<file path="config.mk">
export PLATFORM = sky130hd
export DESIGN_NAME = branchResolve
export DESIGN_NICKNAME = d
export VERILOG_FILES = /design/src/logic/btbPkg.sv /design/src/logic/branchResolve.sv
export VERILOG_INCLUDE_DIRS = /design/src /design/src/logic
export SDC_FILE = /design/constraint.sdc
export NUM_CORES = 1
export LEC_CHECK = 0
export BUFFER_PORTS_ARGS = -buffer_cell sky130_fd_sc_hd__buf_2
export CELL_PAD_IN_SITES_DETAIL_PLACEMENT = 0
export CELL_PAD_IN_SITES_GLOBAL_PLACEMENT = 1
export CORE_ASPECT_RATIO = 0.7
export CORE_MARGIN = 1
export CORE_UTILIZATION = 33
export DETAILED_ROUTE_END_ITERATION = 8
export HOLD_SLACK_MARGIN = 0.05
export PLACE_DENSITY = 0.9
export RECOVER_POWER = 50
export SLEW_MARGIN = 20
export SYNTH_ARGS = -nofsm -noshare
export SYNTH_HDL_FRONTEND = slang
export SYNTH_SLANG_ARGS = --single-unit
</file>
<file path="constraint.sdc">
create_clock -name rclk -period 5.2 [get_ports rclk]
set_input_delay 0.26 -clock rclk [delete_from_list [all_inputs] [get_ports rclk]]
set_output_delay 0.26 -clock rclk [all_outputs]
set_load 0.05 [all_outputs]
</file>
<file path="src/logic/btb_cfg.svh">
// branch target buffer configuration
// sizes shared by the resolve stage, the update queue and the table
// every width in the subsystem derives from these three values

`ifndef BTB_CFG_SVH
`define BTB_CFG_SVH

// ============================================================
// address and table geometry
// ============================================================

// one instruction address is a full word
`define BTB_ADDR_W 32

// the table index comes from the low pc bits, 8 bits give 256 entries
`define BTB_IDX_W 8

// ============================================================
// update queue geometry
// ============================================================

// 4 pointer bits give a circular queue of 16 entries
`define BTB_QPTR_W 4

`endif

</file>
<file path="src/logic/btbPkg.sv">
// branch target buffer types
// vector types for addresses, table indices and queue pointers,
// shared by all blocks of the subsystem

`include "btb_cfg.svh"

package btbPkg;

	// ============================================================
	// address types
	// ============================================================

	// an instruction address
	// used alike for a branch pc, a stored target and a fall-through value
	typedef logic [`BTB_ADDR_W-1:0] pcT;

	// ============================================================
	// table and queue types
	// ============================================================

	// selects one table entry
	// the low pc bits are used directly, the same way the table is addressed
	typedef logic [`BTB_IDX_W-1:0] btbIdxT;

	// head or tail position inside the update queue
	// it wraps naturally at the queue depth
	typedef logic [`BTB_QPTR_W-1:0] qPtrT;

endpackage

</file>
<file path="src/logic/branchResolve.sv">
// branch resolve stage
// checks up to three resolved branches per cycle against the next address
// that fetch predicted, and turns each misprediction into a table update

`include "btb_cfg.svh"

module branchResolve (
	input  logic       rclk,
	input  logic       rst,
	input  logic       resStbA,
	input  btbPkg::pcT resPcA,
	input  logic       resTakenA,
	input  btbPkg::pcT resTargetA,
	input  btbPkg::pcT resPredTargetA,
	input  logic       resStbB,
	input  btbPkg::pcT resPcB,
	input  logic       resTakenB,
	input  btbPkg::pcT resTargetB,
	input  btbPkg::pcT resPredTargetB,
	input  logic       resStbC,
	input  btbPkg::pcT resPcC,
	input  logic       resTakenC,
	input  btbPkg::pcT resTargetC,
	input  btbPkg::pcT resPredTargetC,
	output logic       updStbA,
	output btbPkg::pcT updPcA,
	output btbPkg::pcT updTargetA,
	output logic       updTakenA,
	output logic       updStbB,
	output btbPkg::pcT updPcB,
	output btbPkg::pcT updTargetB,
	output logic       updTakenB,
	output logic       updStbC,
	output btbPkg::pcT updPcC,
	output btbPkg::pcT updTargetC,
	output logic       updTakenC
);
	import btbPkg::*;

	localparam int Slots = 3;

	// slot arrays, index 0 is A and index 2 is C
	logic stbIn [Slots];
	pcT   pcIn [Slots];
	logic takenIn [Slots];
	pcT   targetIn [Slots];
	pcT   predIn [Slots];
	pcT   actualNpc [Slots];
	logic mispredict [Slots];
	logic stbR [Slots];
	pcT   pcR [Slots];
	pcT   targetR [Slots];
	logic takenR [Slots];

	assign stbIn = '{resStbA, resStbB, resStbC};
	assign pcIn = '{resPcA, resPcB, resPcC};
	assign takenIn = '{resTakenA, resTakenB, resTakenC};
	assign targetIn = '{resTargetA, resTargetB, resTargetC};
	assign predIn = '{resPredTargetA, resPredTargetB, resPredTargetC};

	// ============================================================
	// misprediction check
	// ============================================================

	// the real next address is the target when taken, otherwise the next word
	// a slot needs an update only when fetch went somewhere else
	always_comb begin
		for (int i = 0; i < Slots; i++) begin
			actualNpc[i] = takenIn[i] ? targetIn[i] : pcIn[i] + pcT'(4);
			mispredict[i] = stbIn[i] && (actualNpc[i] != predIn[i]);
		end
	end

	// strobes are registered so the queue pushes them one edge later
	always_ff @(posedge rclk) begin
		for (int i = 0; i < Slots; i++) begin
			if (rst)
				stbR[i] <= 1'b0;
			else
				stbR[i] <= mispredict[i];
		end
	end

	// payload only moves on a mispredict, the strobe qualifies it
	always_ff @(posedge rclk) begin
		for (int i = 0; i < Slots; i++) begin
			if (mispredict[i]) begin
				pcR[i] <= pcIn[i];
				targetR[i] <= targetIn[i];
				takenR[i] <= takenIn[i];
			end
		end
	end

	assign updStbA = stbR[0];
	assign updPcA = pcR[0];
	assign updTargetA = targetR[0];
	assign updTakenA = takenR[0];
	assign updStbB = stbR[1];
	assign updPcB = pcR[1];
	assign updTargetB = targetR[1];
	assign updTakenB = takenR[1];
	assign updStbC = stbR[2];
	assign updPcC = pcR[2];
	assign updTargetC = targetR[2];
	assign updTakenC = takenR[2];

endmodule

</file>
==> flow_summary.toml <==
[die]
die-area_sq_mm = 0.0344
top_level_ports = 494
die_x_um = 221
die_h_um = 155
num_rows = 55
initial_core_util_pct = 33.9
core_sq_mm = 0.0327

[detailed_routing]
wl_per_cell_um = 22.0
drt-total-wl_mm = 44.2
postRouteAntennaNets = 0
viasPerCell = 5.45
firstDrtPassIters = 6
drc = 0
vias = 11000
drtIter0Drc = 1078

[yosys]
yosys.cell_types.count = 78
synth.net_count = 1259
postSynthAreaPerCell_sq_um = 11.6
postSynthRegisterBits = 198
syn_inst = 960
yosysWarnings = 0
async_flop_share_pct = 0
synth_edf_count = 195
syn_area_sq_mm = 0.0111
synth-main-ff-cell = "edfxtp_1"
synth-seq-area-share_pct = 53.3

[sta]
finalSetupViolations = 0
tightest_slew_ns = 1.65
period_share_pct = 86.1
setup_ws_ns = 0.724
slew_viol_final = 72
hold_ws_ns = 0.0621
rsz0062_at_grt = "false"
hold_viol_final = 0
fmaxAchievable_mhz = 223
fin_setup_tns_ns = 0
relSlewSlack_pct = -10.1
finalCriticalPeriod_ns = 4.48

[grt]
grt_max_degree = 56
grt_usage_pct = 25.0
antenna_found_initial = 6
grt_first_pass_wirelength_mm = 64.1
grt_overflow = 0
grt_pass1_vias = 10400

[layout]
final_area_sq_mm = 0.0155
nFillCells = 3118
nNetsFinal = 1873
regArea_sq_mm = 0.00592
area_growth_pct = 39.8
drive_gt1_share_pct = 17.1
multiInputGateArea_sq_mm = 0.00494

[hold_path]
hp-start = "rst"
min_delay_path_depth = 2
hold_class = "primary input to register"
holdPathEnd = "stbR[1]"

[status]
violations = "capacitance limit, slew limit"
status = "complete, but fails checks"

[setup_path]
cp-end-kind = "register"
cpPeakStageDelay_ns = 0.71
path_cells = "dlygate4sd3_1 > clkbuf_1 > ha_1 > and4_1 > nand3_1 > nor4_2 > xnor2_1 > a2111oi_0 > a31oi_1 > nor4_2 > nor2b_4 > buf_4"
worstPathRequired_ns = 5.34
crit_top_cell = "nor4_2"
startpoint_type = "primary input"
path_delay_family = "simple AND/OR/NAND/NOR gates"
cp_slowest_cell = "a2111oi_0"
cp_max_fo = 43
crit_type = "primary input to register"
critPathBufInv = 3
worstPathArrival_ns = 4.61

[clock_network]
cts-root-buf = "clkbuf_16"
clk_pin_slew_ns = 0.08
numCtsBuffers = 17
clock_path_buffers = 2
ctsHtreeMaxLevel = 4
cts_tree = "yes"
clock_sinks = 198

[place]
place_hpwl_mm = 34.3
io_buffers = 493
gp_congestion = 0.945
post_dp_cell_area_sq_mm = 0.0140
dp_slack_ns = 1.08

[power]
power_density_mw_per_mm2 = 286
finalPower_uw = 4440
vdd_drop_max_uv = 177
power_leakage_uw = 0.00546

[flow_run]
maxCapViolations = 2
==> stage by stage <==
| step | util [%] | cells |
|---|---|---|
| 6_report | 47.5 | 2015 |
| 2_1_floorplan | - | 960 |
| 3_5_place_dp | 42.8 | 1849 |
| 5_1_grt | 47.5 | 2015 |
| 3_3_place_gp | 42.8 | 1849 |
| 4_1_cts | 48.6 | 2012 |
==> synth_stat cells (all sizes together) (8+ instances only) <==
master	n	area [sq um]
and2	8	50.1
a221oi	10	87.6
nor2	39	149
nor3	33	175
or3	8	50.1
xor2	77	674
xnor2	105	920
nor2b	8	50.1
clkbuf	23	86.3
nor3b	11	82.6
buf	12	67.6
nand4	47	313
nand2b	12	75.1
nand2	44	168
inv	29	109
o31ai	10	75.1
a21oi	29	145
nor4	30	249
nand3	43	228
and3	8	50.1
mux2i	12	120
edfxtp	195	5860
or4	10	78.8
and4	13	115
a31oi	17	106
o21ai	28	140
==> worst max-delay path by stage <==
stage | endpoint | slack (ns) | startpoint | depth (start not counted)
final | pcR[0][76] | 0.72 | resPcC[2] | 12
after global routing | pcR[0][76] | 0.57 | resPcC[2] | 12
after CTS | targetR[0][78] | 1.01 | resPcC[2] | 12
after detailed placement | pcR[0][76] | 1.08 | resPcC[2] | 11
after global placement | pcR[0][88] | 1.21 | resPcC[2] | 11
after floorplan | pcR[0][64] | 0.03 | resPcC[2] | 11
==> where the power goes <==
part           total [uW]  internal, uW  switching, uW
logic                1220           342            883
clock network        1290           625            663
registers            1930          1890           35.6
total                4440          2860           1580
==> layout make-up <==
class	instances	share of cell area [%]
Multi-Input combinational cell	697	31.8
Clock inverter	13	0.750
Inverter	30	0.726
Tap cell	427	3.44
Timing Repair Buffer	630	22.3
Clock buffer	17	2.74
Sequential cell	198	38.1
Antenna cell	3	0.0484
==> per-layer routing <==
layer  track usage (%)  up-vias  routed length, um
met4              8.36        6               1250
met3              7.14       91               4400
met2              38.4      691              20000
li1                  -     4944                  -
met5                 0        -                 30
met1              33.9     5257              18600
==> logic make-up (layout without fill, tap and decap cells) <==
group	Yosys count	count (layout)	synth area share, %
other	0	3	0
AO/OA/AOI/OAI	166	166	10.5
flip-flops	198	198	53.3
multiplexers	15	15	1.39
adder cells (fa/ha/maj)	3	3	0.338
buffers and inverters	65	690	2.40
XOR/XNOR	182	182	14.4
AND/OR/NAND/NOR	331	331	17.7
==> state kept, by name, summed over array words and instances, names as in the netlist <==
| name | cells |
|---|---|
| takenR | 3 |
| stbR | 3 |
| targetR | 96 |
| pcR | 96 |
==> repair_timing <==
| item | 4_1_cts | 5_1_grt |
|---|---|---|
| hold buffers | 133 | 0 |
| resized for setup | 0 | 0 |
| hold endpoints to repair | 133 | 0 |
| setup buffers | 0 | 0 |
==> placed cells by master (no fill, tap or decap), drive strengths merged, types with 28 or more instances in the layout <==
cell type	netlist	final
a21oi	29	29
buf	12	204
clkbuf	23	310
dlygate4sd3	0	133
edfxtp	195	195
inv	29	35
nand2	44	44
nand3	43	43
nand4	47	47
nor2	39	39
nor3	33	33
nor4	30	30
o21ai	28	28
xnor2	105	105
xor2	77	77
No activity file was read; power rests on OpenSTA's default activity.
